==> config.mk <==
export PLATFORM = sky130hd
export DESIGN_NAME = fp_mac_top
export DESIGN_NICKNAME = d
export VERILOG_FILES = /design/src/fma_pkg.sv /design/src/fp_prod_if.sv /design/src/mac_handshake.sv /design/src/fp_multiply.sv /design/src/fp_add_round.sv /design/src/fp_mac_top.sv
export VERILOG_INCLUDE_DIRS = /design/src
export SDC_FILE = /design/constraint.sdc
export NUM_CORES = 2
export LEC_CHECK = 0
export BUFFER_PORTS_ARGS = -buffer_cell sky130_fd_sc_hd__buf_2
export CAP_MARGIN = 20
export CORE_MARGIN = 1
export CORE_UTILIZATION = 45
export CTS_BUF_LIST = sky130_fd_sc_hd__clkbuf_16
export DETAILED_ROUTE_END_ITERATION = 10
export GPL_ROUTABILITY_DRIVEN = 0
export GPL_TIMING_DRIVEN = 0
export SKIP_CTS_REPAIR_TIMING = 1
export SLEW_MARGIN = 5
export SYNTH_ARGS = -nofsm -noshare
export SYNTH_HDL_FRONTEND = slang
export SYNTH_SLANG_ARGS = --single-unit
==> constraint.sdc <==
create_clock -name clk -period 11.7 [get_ports clk]
set_input_delay 2.34 -clock clk [delete_from_list [all_inputs] [get_ports clk]]
set_output_delay 2.34 -clock clk [all_outputs]
set_load 0.05 [all_outputs]
==> src/fma_defines.svh <==
// Binary32 format constants shared by the MAC datapath and its testbench
// Subnormals are not supported anywhere in the unit
`ifndef FMA_DEFINES_SVH
`define FMA_DEFINES_SVH

// Encoded word layout
`define FP_WIDTH 32
`define EXP_WIDTH 8
`define MAN_WIDTH 23

// Exponent bias and the all-ones field used by infinity and NaN
`define EXP_BIAS 127
`define EXP_MAX_FIELD 255

// Extra low bits for guard, round and sticky in the adder
`define GRS_BITS 3

// Only NaN the unit ever produces
`define QNAN_WORD 32'hffc00000

`endif

==> src/fma_pkg.sv <==
// Shared datapath types for the multiply-add unit
// Widths follow fma_defines.svh
`include "fma_defines.svh"

package fma_pkg;

  typedef logic [`FP_WIDTH-1:0] fp_word_t;

  // Unbiased exponent with headroom for overflow and underflow checks
  typedef logic signed [`EXP_WIDTH+1:0] exp_t;

  // Mantissa including the hidden bit
  typedef logic [`MAN_WIDTH:0] man_t;

  // Mantissa plus guard, round and sticky
  typedef logic [`MAN_WIDTH+`GRS_BITS:0] ext_man_t;

  // Adder result with carry out
  typedef logic [`MAN_WIDTH+`GRS_BITS+1:0] sum_t;

  typedef logic [2*`MAN_WIDTH+1:0] prod_t;

  typedef enum logic [1:0] {
    IDLE,
    BUSY,
    PRESENT
  } ctrl_state_t;

endpackage

==> src/fp_prod_if.sv <==
// Rounded product from the multiplier, sampled by the adder on valid
// Payload holds its value until the next valid pulse
interface fp_prod_if;
  import fma_pkg::*;

  logic valid;
  logic sign;
  exp_t exp;
  man_t man;
  logic is_nan;
  logic is_inf;
  logic is_zero;

  modport source (
    output valid, sign, exp, man, is_nan, is_inf, is_zero
  );

  modport sink (
    input valid, sign, exp, man, is_nan, is_inf, is_zero
  );

endinterface

==> src/mac_handshake.sv <==
// One operand set in flight; input_ack stays low until the answer is taken
// Operands are held stable in a_q..op_q for the whole computation
module mac_handshake (
  input  logic              clk,
  input  logic              rst,
  input  fma_pkg::fp_word_t input_a,
  input  fma_pkg::fp_word_t input_b,
  input  fma_pkg::fp_word_t input_c,
  input  logic              input_op,
  input  logic              input_stb,
  output logic              input_ack,
  output fma_pkg::fp_word_t output_ans,
  output logic              output_ans_stb,
  input  logic              output_ans_ack,
  input  logic              done,
  input  fma_pkg::fp_word_t ans,
  output fma_pkg::fp_word_t a_q,
  output fma_pkg::fp_word_t b_q,
  output fma_pkg::fp_word_t c_q,
  output logic              op_q,
  output logic              start
);
  import fma_pkg::*;

  ctrl_state_t state;
  logic        launch;
  logic        take;
  logic        finish;

  assign take   = (state == IDLE) && input_ack && input_stb;
  assign finish = (state == BUSY) && done;

  always_ff @(posedge clk) begin
    if (!rst) begin
      state          <= IDLE;
      input_ack      <= 1'b0;
      output_ans_stb <= 1'b0;
      launch         <= 1'b0;
      start          <= 1'b0;
    end else begin
      // Start goes out one cycle after the transfer
      launch <= take;
      start  <= launch;
      case (state)
        IDLE: begin
          input_ack <= !take;
          if (take) begin
            state <= BUSY;
          end
        end
        BUSY: begin
          if (done) begin
            output_ans_stb <= 1'b1;
            state          <= PRESENT;
          end
        end
        PRESENT: begin
          if (output_ans_ack) begin
            output_ans_stb <= 1'b0;
            input_ack      <= 1'b1;
            state          <= IDLE;
          end
        end
        default: state <= IDLE;
      endcase
    end
  end

  always_ff @(posedge clk) begin
    if (take) begin
      a_q  <= input_a;
      b_q  <= input_b;
      c_q  <= input_c;
      op_q <= input_op;
    end
    if (finish) begin
      output_ans <= ans;
    end
  end

  assert property (@(posedge clk) disable iff (!rst)
    output_ans_stb && !output_ans_ack |=> $stable(output_ans))
    else $error("answer changed while waiting for output_ans_ack");

  assert property (@(posedge clk) disable iff (!rst) input_ack |-> state == IDLE)
    else $error("input_ack high while an answer is outstanding");

endmodule

==> src/fp_multiply.sv <==
// Subnormal operands count as zero; products below 2^-126 flush to signed zero
// Three stage pipeline of unpack, multiply, then normalise and round
`include "fma_defines.svh"

module fp_multiply (
  input  logic              clk,
  input  logic              rst,
  input  logic              start,
  input  fma_pkg::fp_word_t a_q,
  input  fma_pkg::fp_word_t b_q,
  fp_prod_if.source         prod
);
  import fma_pkg::*;

  localparam int EXP_MSB = `FP_WIDTH - 2;
  localparam int MW      = `MAN_WIDTH + 1;
  localparam int PMSB    = 2 * MW - 1;

  logic a_zero;
  logic a_inf;
  logic a_nan;
  logic b_zero;
  logic b_inf;
  logic b_nan;
  exp_t a_exp;
  exp_t b_exp;

  logic s1_valid;
  logic s1_sign;
  logic s1_nan;
  logic s1_inf;
  logic s1_zero;
  exp_t s1_exp;
  man_t s1_man_a;
  man_t s1_man_b;

  logic  s2_valid;
  logic  s2_sign;
  logic  s2_nan;
  logic  s2_inf;
  logic  s2_zero;
  exp_t  s2_exp;
  prod_t s2_prod;

  man_t            norm_man;
  logic            guard;
  logic            sticky;
  logic            round_up;
  exp_t            norm_exp;
  logic [MW:0]     rounded;
  man_t            round_man;
  exp_t            round_exp;

  assign a_zero = a_q[EXP_MSB -: `EXP_WIDTH] == '0;
  assign b_zero = b_q[EXP_MSB -: `EXP_WIDTH] == '0;
  assign a_inf  = a_q[EXP_MSB -: `EXP_WIDTH] == `EXP_MAX_FIELD && a_q[`MAN_WIDTH-1:0] == '0;
  assign b_inf  = b_q[EXP_MSB -: `EXP_WIDTH] == `EXP_MAX_FIELD && b_q[`MAN_WIDTH-1:0] == '0;
  assign a_nan  = a_q[EXP_MSB -: `EXP_WIDTH] == `EXP_MAX_FIELD && a_q[`MAN_WIDTH-1:0] != '0;
  assign b_nan  = b_q[EXP_MSB -: `EXP_WIDTH] == `EXP_MAX_FIELD && b_q[`MAN_WIDTH-1:0] != '0;
  assign a_exp  = exp_t'({2'b00, a_q[EXP_MSB -: `EXP_WIDTH]}) - exp_t'(`EXP_BIAS);
  assign b_exp  = exp_t'({2'b00, b_q[EXP_MSB -: `EXP_WIDTH]}) - exp_t'(`EXP_BIAS);

  always_ff @(posedge clk) begin
    if (!rst) begin
      s1_valid   <= 1'b0;
      s2_valid   <= 1'b0;
      prod.valid <= 1'b0;
    end else begin
      s1_valid   <= start;
      s2_valid   <= s1_valid;
      prod.valid <= s2_valid;
    end
  end

  always_ff @(posedge clk) begin
    if (start) begin
      s1_sign  <= a_q[`FP_WIDTH-1] ^ b_q[`FP_WIDTH-1];
      // Inf times zero is invalid
      s1_nan   <= a_nan | b_nan | (a_inf & b_zero) | (b_inf & a_zero);
      s1_inf   <= a_inf | b_inf;
      s1_zero  <= a_zero | b_zero;
      s1_exp   <= a_exp + b_exp;
      s1_man_a <= {1'b1, a_q[`MAN_WIDTH-1:0]};
      s1_man_b <= {1'b1, b_q[`MAN_WIDTH-1:0]};
    end
    if (s1_valid) begin
      s2_sign <= s1_sign;
      s2_nan  <= s1_nan;
      s2_inf  <= s1_inf;
      s2_zero <= s1_zero;
      s2_exp  <= s1_exp;
      s2_prod <= prod_t'(s1_man_a) * prod_t'(s1_man_b);
    end
  end

  // Product of two 1.x mantissas lies in [1, 4)
  always_comb begin
    if (s2_prod[PMSB]) begin
      norm_man = s2_prod[PMSB -: MW];
      guard    = s2_prod[PMSB-MW];
      sticky   = |s2_prod[PMSB-MW-1:0];
      norm_exp = s2_exp + exp_t'(1);
    end else begin
      norm_man = s2_prod[PMSB-1 -: MW];
      guard    = s2_prod[PMSB-MW-1];
      sticky   = |s2_prod[PMSB-MW-2:0];
      norm_exp = s2_exp;
    end
    round_up = guard & (sticky | norm_man[0]);
    rounded  = {1'b0, norm_man} + {{MW{1'b0}}, round_up};
    if (rounded[MW]) begin
      round_man = rounded[MW:1];
      round_exp = norm_exp + exp_t'(1);
    end else begin
      round_man = rounded[MW-1:0];
      round_exp = norm_exp;
    end
  end

  always_ff @(posedge clk) begin
    if (s2_valid) begin
      prod.sign    <= s2_sign;
      prod.exp     <= round_exp;
      prod.man     <= round_man;
      prod.is_nan  <= s2_nan;
      prod.is_inf  <= !s2_nan && (s2_inf || (!s2_zero && round_exp > exp_t'(`EXP_BIAS)));
      prod.is_zero <= !s2_nan && !s2_inf &&
                      (s2_zero || round_exp < exp_t'(1 - `EXP_BIAS));
    end
  end

  assert property (@(posedge clk) disable iff (!rst) prod.valid |=> !prod.valid)
    else $error("product valid wider than one cycle");

endmodule

==> src/fp_add_round.sv <==
// Adds c, negated when op_q is 0, to the rounded product; exact zero sums give +0
// Sums below 2^-126 flush to signed zero; done follows prod.valid by 4 cycles
`include "fma_defines.svh"

module fp_add_round (
  input  logic              clk,
  input  logic              rst,
  input  logic              op_q,
  input  fma_pkg::fp_word_t c_q,
  fp_prod_if.sink           prod,
  output fma_pkg::fp_word_t ans,
  output logic              done
);
  import fma_pkg::*;

  localparam int EXP_MSB = `FP_WIDTH - 2;
  // Position of the hidden bit in ext_man_t
  localparam int EXT_MSB = `MAN_WIDTH + `GRS_BITS;
  localparam logic [`EXP_WIDTH-1:0] EXP_ONES = `EXP_MAX_FIELD;

  logic                  c_sign;
  logic                  c_zero;
  logic                  c_inf;
  logic                  c_nan;
  exp_t                  c_exp;
  exp_t                  p_biased;
  ext_man_t              c_ext;
  ext_man_t              p_ext;
  exp_t                  exp_diff;
  logic                  c_bigger;
  logic [`EXP_WIDTH+1:0] shift;
  logic                  special;
  fp_word_t              special_word;

  logic     s1_valid;
  logic     s1_special;
  fp_word_t s1_word;
  ext_man_t s1_big;
  ext_man_t s1_small;
  logic     s1_big_sign;
  logic     s1_small_sign;
  exp_t     s1_exp;

  logic     s2_valid;
  logic     s2_special;
  fp_word_t s2_word;
  sum_t     s2_sum;
  logic     s2_sign;
  exp_t     s2_exp;

  logic     s3_valid;
  logic     s3_special;
  fp_word_t s3_word;
  ext_man_t s3_man;
  logic     s3_sign;
  logic     s3_zero;
  exp_t     s3_exp;

  logic [4:0]            lz;
  ext_man_t              norm_man;
  exp_t                  norm_exp;
  logic                  round_up;
  logic [`MAN_WIDTH+1:0] rounded;
  exp_t                  final_exp;
  exp_t                  biased;
  fp_word_t              pack_word;

  // Right shift that folds every bit shifted out into bit 0
  function automatic ext_man_t shift_sticky(input ext_man_t m, input logic [`EXP_WIDTH+1:0] sh);
    ext_man_t res;
    ext_man_t lost;
    if (sh > EXT_MSB) begin
      res = {{EXT_MSB{1'b0}}, |m};
    end else begin
      res    = m >> sh;
      lost   = m & ~({(EXT_MSB+1){1'b1}} << sh);
      res[0] = res[0] | (|lost);
    end
    return res;
  endfunction

  function automatic logic [4:0] lead_zeros(input ext_man_t m);
    logic [4:0] n;
    n = '0;
    for (int i = 0; i <= EXT_MSB; i++) begin
      if (m[i]) n = 5'(EXT_MSB - i);
    end
    return n;
  endfunction

  assign c_sign   = c_q[`FP_WIDTH-1] ^ ~op_q;
  assign c_zero   = c_q[EXP_MSB -: `EXP_WIDTH] == '0;
  assign c_inf    = c_q[EXP_MSB -: `EXP_WIDTH] == `EXP_MAX_FIELD && c_q[`MAN_WIDTH-1:0] == '0;
  assign c_nan    = c_q[EXP_MSB -: `EXP_WIDTH] == `EXP_MAX_FIELD && c_q[`MAN_WIDTH-1:0] != '0;
  assign c_exp    = exp_t'({2'b00, c_q[EXP_MSB -: `EXP_WIDTH]}) - exp_t'(`EXP_BIAS);
  assign p_biased = prod.exp + exp_t'(`EXP_BIAS);
  assign c_ext    = {1'b1, c_q[`MAN_WIDTH-1:0], {`GRS_BITS{1'b0}}};
  assign p_ext    = {prod.man, {`GRS_BITS{1'b0}}};
  assign exp_diff = prod.exp - c_exp;
  assign c_bigger = exp_diff < 0;
  assign shift    = c_bigger ? -exp_diff : exp_diff;

  always_comb begin
    special      = 1'b1;
    special_word = '0;
    if (prod.is_nan || c_nan || (prod.is_inf && c_inf && prod.sign != c_sign)) begin
      special_word = `QNAN_WORD;
    end else if (prod.is_inf) begin
      special_word = {prod.sign, EXP_ONES, {`MAN_WIDTH{1'b0}}};
    end else if (c_inf) begin
      special_word = {c_sign, EXP_ONES, {`MAN_WIDTH{1'b0}}};
    end else if (prod.is_zero && c_zero) begin
      special_word = {prod.sign & c_sign, {(`FP_WIDTH-1){1'b0}}};
    end else if (prod.is_zero) begin
      special_word = {c_sign, c_q[`FP_WIDTH-2:0]};
    end else if (c_zero) begin
      special_word = {prod.sign, p_biased[`EXP_WIDTH-1:0], prod.man[`MAN_WIDTH-1:0]};
    end else begin
      special = 1'b0;
    end
  end

  always_ff @(posedge clk) begin
    if (!rst) begin
      s1_valid <= 1'b0;
      s2_valid <= 1'b0;
      s3_valid <= 1'b0;
      done     <= 1'b0;
    end else begin
      s1_valid <= prod.valid;
      s2_valid <= s1_valid;
      s3_valid <= s2_valid;
      done     <= s3_valid;
    end
  end

  // Align, then add or subtract magnitudes
  always_ff @(posedge clk) begin
    if (prod.valid) begin
      s1_special    <= special;
      s1_word       <= special_word;
      s1_exp        <= c_bigger ? c_exp : prod.exp;
      s1_big_sign   <= c_bigger ? c_sign : prod.sign;
      s1_small_sign <= c_bigger ? prod.sign : c_sign;
      s1_big        <= c_bigger ? c_ext : p_ext;
      s1_small      <= shift_sticky(c_bigger ? p_ext : c_ext, shift);
    end
    if (s1_valid) begin
      s2_special <= s1_special;
      s2_word    <= s1_word;
      s2_exp     <= s1_exp;
      if (s1_big_sign == s1_small_sign) begin
        s2_sum  <= sum_t'(s1_big) + sum_t'(s1_small);
        s2_sign <= s1_big_sign;
      end else if (s1_big >= s1_small) begin
        s2_sum  <= sum_t'(s1_big - s1_small);
        s2_sign <= s1_big_sign;
      end else begin
        // Only possible with equal exponents
        s2_sum  <= sum_t'(s1_small - s1_big);
        s2_sign <= s1_small_sign;
      end
    end
  end

  always_comb begin
    lz = lead_zeros(s2_sum[EXT_MSB:0]);
    if (s2_sum[EXT_MSB+1]) begin
      norm_man = {s2_sum[EXT_MSB+1:2], s2_sum[1] | s2_sum[0]};
      norm_exp = s2_exp + exp_t'(1);
    end else begin
      norm_man = s2_sum[EXT_MSB:0] << lz;
      norm_exp = s2_exp - exp_t'(lz);
    end
  end

  always_ff @(posedge clk) begin
    if (s2_valid) begin
      s3_special <= s2_special;
      s3_word    <= s2_word;
      s3_man     <= norm_man;
      s3_exp     <= norm_exp;
      s3_sign    <= s2_sign;
      s3_zero    <= s2_sum == '0;
    end
  end

  always_comb begin
    round_up  = s3_man[`GRS_BITS-1] &
                (s3_man[`GRS_BITS-2] | s3_man[0] | s3_man[`GRS_BITS]);
    rounded   = {1'b0, s3_man[EXT_MSB:`GRS_BITS]} + {{(`MAN_WIDTH+1){1'b0}}, round_up};
    final_exp = rounded[`MAN_WIDTH+1] ? s3_exp + exp_t'(1) : s3_exp;
    biased    = final_exp + exp_t'(`EXP_BIAS);
    if (s3_special) begin
      pack_word = s3_word;
    end else if (s3_zero) begin
      pack_word = '0;
    end else if (final_exp > exp_t'(`EXP_BIAS)) begin
      pack_word = {s3_sign, EXP_ONES, {`MAN_WIDTH{1'b0}}};
    end else if (final_exp < exp_t'(1 - `EXP_BIAS)) begin
      pack_word = {s3_sign, {(`FP_WIDTH-1){1'b0}}};
    end else begin
      pack_word = {s3_sign, biased[`EXP_WIDTH-1:0], rounded[`MAN_WIDTH-1:0]};
    end
  end

  always_ff @(posedge clk) begin
    if (s3_valid) begin
      ans <= pack_word;
    end
  end

  assert property (@(posedge clk) disable iff (!rst) prod.valid |-> ##4 done)
    else $error("done did not follow product valid by four cycles");

endmodule

==> src/fp_mac_top.sv <==
// Binary32 a*b +/- c with the product rounded before the add; subnormals act as zero
// One operand set at a time; output_ans_stb rises 9 cycles after the input transfer
module fp_mac_top (
  input  logic              clk,
  input  logic              rst,
  input  fma_pkg::fp_word_t input_a,
  input  fma_pkg::fp_word_t input_b,
  input  fma_pkg::fp_word_t input_c,
  input  logic              input_op,
  input  logic              input_stb,
  output logic              input_ack,
  output fma_pkg::fp_word_t output_ans,
  output logic              output_ans_stb,
  input  logic              output_ans_ack
);
  import fma_pkg::*;

  fp_word_t a_q;
  fp_word_t b_q;
  fp_word_t c_q;
  fp_word_t ans;
  logic     op_q;
  logic     start;
  logic     done;

  fp_prod_if prod_bus ();

  mac_handshake u_ctrl (
    .clk            (clk),
    .rst            (rst),
    .input_a        (input_a),
    .input_b        (input_b),
    .input_c        (input_c),
    .input_op       (input_op),
    .input_stb      (input_stb),
    .input_ack      (input_ack),
    .output_ans     (output_ans),
    .output_ans_stb (output_ans_stb),
    .output_ans_ack (output_ans_ack),
    .done           (done),
    .ans            (ans),
    .a_q            (a_q),
    .b_q            (b_q),
    .c_q            (c_q),
    .op_q           (op_q),
    .start          (start)
  );

  fp_multiply u_mul (
    .clk   (clk),
    .rst   (rst),
    .start (start),
    .a_q   (a_q),
    .b_q   (b_q),
    .prod  (prod_bus.source)
  );

  fp_add_round u_add (
    .clk  (clk),
    .rst  (rst),
    .op_q (op_q),
    .c_q  (c_q),
    .prod (prod_bus.sink),
    .ans  (ans),
    .done (done)
  );

endmodule

==> results.tsv <==
stage	metric	value	unit
run	Max Cap Viol	0	
detailed_routing	max layer used	met5	
setup_path	CP Launch Type	register	
logic_synthesis	Synth Instances	4796	
sta	Final Max Tran Viols	0	
detailed_routing	Met1 Wirelength	57100	microns
clock_network	clock sinks	574	
floorplanning	# rows	121	
sta	Worst Tran Pin Value	1.03	ns
sta	RSZ-0062 raised after global routing	no	
power_and_ir_drop	Pleak	23.3	nW
logic_synthesis	Yosys reg bits	574	
placed_design	HPWL after DPL	115000	microns
logic_synthesis	Yosys cell types	96	
logic_synthesis	register area share after synthesis	34.5	%
detailed_routing	post-DR wirelength/cell	22.3	microns
detailed_routing	DRT antenna net count	0	
detailed_routing	vias per cell	5.58	
logic_synthesis	Syn Std Cell Area	49600	sq um
sta	Fin Hold WS	0.408	ns
grt	total congestion overflow	0	
detailed_routing	metal3 WL	10300	microns
sta	Clock Skew	0.0208	ns
setup_path	crit path kind	reg2reg	
setup_path	worst endpoint data arrival time	8.82	ns
detailed_routing	Via Count	36200	
floorplanning	Die Wd	334	microns
status	outcome	completed	
sta	Final TNS setup	0	ns
finish	Syn-to-layout area delta	9.81	%
logic_synthesis	top cells by area, synth	edfxtp_1, fa_1, ha_1	
clock_network	htree depth	3	
setup_path	CP Data Required Time	12.08	ns
clock_network	CTS tree	built	
setup_path	crit end category	register	
floorplanning	die area	111000	sq um
power_and_ir_drop	VDD IR max	142	uV
sta	relative slew slack	31.4	%
logic_synthesis	Synth warnings	0	
grt	GR Util All Layers	26.0	%
floorplanning	Core ar.	109000	sq um
floorplanning	chip height	334	microns
clock_network	clk root buf	clkbuf_16	
power_and_ir_drop	PD cells	150	nW/um^2
logic_synthesis	Avg Cell Area, Syn	10.3	sq um
detailed_routing	First-pass DRT Iterations	8	
clock_network	clk buf depth	3	
sta	fin crit period	8.44	ns
placed_design	port buffer count	134	
clock_network	CTS clk-pin slew, worst paths	0.07	ns
finish	Layout Nets	5890	
finish	fill count	10000	
logic_synthesis	Synth top area share	34.0	%
logic_synthesis	asr flop ratio synth	0	%
placed_design	dpl cells	6357	
detailed_routing	DRC viols	0	
logic_synthesis	Synth area leader	edfxtp_1	
setup_path	CP Max Fanout	10	
grt	pin count of the biggest net entering global routing	66	
detailed_routing	DR iter-0 viols	3308	
finish	Util after Layout	49.9	%
grt	antenna violations before repair	3	
sta	maximum clock rate	0.118	GHz
logic_synthesis	Main synth FF type	edfxtp_1	
clock_network	TritonCTS Buffers	67	
floorplanning	IO Pins	135	
clock_network	latest clock arrival within the worst-skew pair	0.64	ns
logic_synthesis	syn nets	5674	
logic_synthesis	EDFF count, synth	561	
finish	fraction of layout cells with a size suffix above 1	7.33	%
sta	fin crit share	72.2	%
sta	endpoints failing hold	0	
detailed_routing	Routed met2 length	67700	microns
grt	first-pass GRT wire length	218000	microns
setup_path	flop2flop setup slack	3.26	ns
grt	number of global-route vias before repair	35900	
finish	Non-Filler Instances	6478	
floorplanning	Initial Utilization	45.5	%
hold_path	worst min-delay path class	reg2reg	
detailed_routing	WL final	144000	microns
sta	final setup vio count	0	
-- Yosys cell counts, types with 33 or more instances --
cell / instances
mux2i_1: 159
nand4_1: 34
a21oi_1: 196
nor4_1: 33
clkbuf_1: 181
o21ai_0: 154
xor2_1: 78
nand2_1: 598
ha_1: 290
o21bai_1: 33
inv_1: 680
a21o_1: 60
nor3_1: 61
nand2b_1: 33
xnor2_1: 115
nand3_1: 58
fa_1: 487
and2_1: 258
nor2_1: 232
edfxtp_1: 561
-- layout make-up --
cell class                      instances  area, sq um  area share, %
Antenna cell                            2         5.00        0.00920
Buffer                                215          862           1.58
Clock buffer                           67         1680           3.08
Clock inverter                         52          467          0.857
Inverter                              682         2560           4.70
Multi-Input combinational cell       3325        29100           53.4
Sequential cell                       574        17100           31.5
Tap cell                             1414         1770           3.25
Timing Repair Buffer                  147          902           1.66
-- cell usage in the layout (no fill, tap or decap), types with 159 or more instances in the layout --
cell | synthesis | routed
inv_1 | 680 | 691
nor2_1 | 232 | 231
a21oi_1 | 196 | 196
nand2_1 | 598 | 598
clkbuf_1 | 181 | 181
fa_1 | 487 | 487
and2_1 | 258 | 258
mux2i_1 | 159 | 159
edfxtp_1 | 561 | 561
ha_1 | 290 | 290
-- final timing paths --
path                                               endpoint                            from  cells past startpoint
worst max-delay path            u_mul.s2_prod[46]$_DFFE_PP_    u_mul.s1_man_a[12]$_DFFE_PP_                     25
worst min-delay path             u_add.s2_word[5]$_DFFE_PP_  u_add.s1_word[5]$_SDFFCE_PP0P_                      0
worst max register to register  u_mul.s2_prod[46]$_DFFE_PP_    u_mul.s1_man_a[12]$_DFFE_PP_                     25
worst min register to register   u_add.s2_word[5]$_DFFE_PP_  u_add.s1_word[5]$_SDFFCE_PP0P_                      0
-- registers in the layout, summed over array words and instances, names as in the netlist, 2 cells and up --
name	count
u_ctrl.c_q	32
u_add.ans	32
u_mul.prod.exp	10
u_mul.s1_exp	10
u_add.s1_big	24
u_mul.s2_exp	10
u_mul.s1_man_b	23
u_add.s1_word	32
u_add.s3_word	32
u_add.s3_exp	10
u_ctrl.b_q	32
u_add.s2_sum	28
u_ctrl.a_q	32
u_mul.s2_prod	48
u_add.s3_man	27
u_add.s2_word	32
u_ctrl.state	2
u_add.s1_exp	10
u_mul.s1_man_a	23
u_ctrl.output_ans	32
u_add.s1_small	27
u_add.s2_exp	10
u_mul.prod.man	24
-- metal layers --
metal	track usage (%)	vias up
met4	14.5	2
met1	32.4	17700
met3	4.56	393
li1	-	16600
met2	42.6	1511
met5	0	-
-- cells by family (layout without fill, tap and decap cells) --
logic type                 Yosys count  in the layout  share of synthesized area (%)
adders and majority gates          778            778                           27.0
AOI/OAI and AO/OA                  700            700                           9.20
and+or+nand+nor                   1448           1448                           14.1
buffers and inverters              897           1163                           6.90
DFF                                574            574                           34.5
other                                0              2                              0
muxes                              202            202                           4.72
xor gates and xnor gates           197            197                           3.59
-- worst max-delay path, stage by stage (launching register included) --
cell and delay [ns]:
edfxtp_1 0.72, clkbuf_1 0.70, and2_1 0.25, fa_1 0.42, inv_1 0.08, fa_1 0.45, fa_1 0.54, inv_1 0.05
fa_1 0.41, fa_1 0.52, inv_1 0.07, fa_1 0.54, inv_1 0.05, fa_1 0.45, ha_1 0.36, a21o_1 0.18
a21o_1 0.18, a21oi_1 0.26, o21ai_0 0.15, a32oi_1 0.49, o22ai_1 0.29, a41o_1 0.34, a211oi_1 0.29, o31ai_1 0.13
a21oi_1 0.18, xnor2_1 0.10
-- power breakdown --
part           leakage, nW  internal, mW  switching, mW
Sequential            5.16          2.47         0.0533
Clock                 1.08          1.14          0.889
Combinational         17.1          1.55           2.08
-- through the flow --
stage	area, sq um	power [mW]	setup slack, ns
floorplan	49600	5.31	3.14
global placement	52000	6.13	-0.698
detailed placement	52300	6.17	3.31
CTS	54400	8.23	3.29
global route	54400	8.80	2.84
finish	54400	8.19	3.26
(Power assumes the default switching activity.)
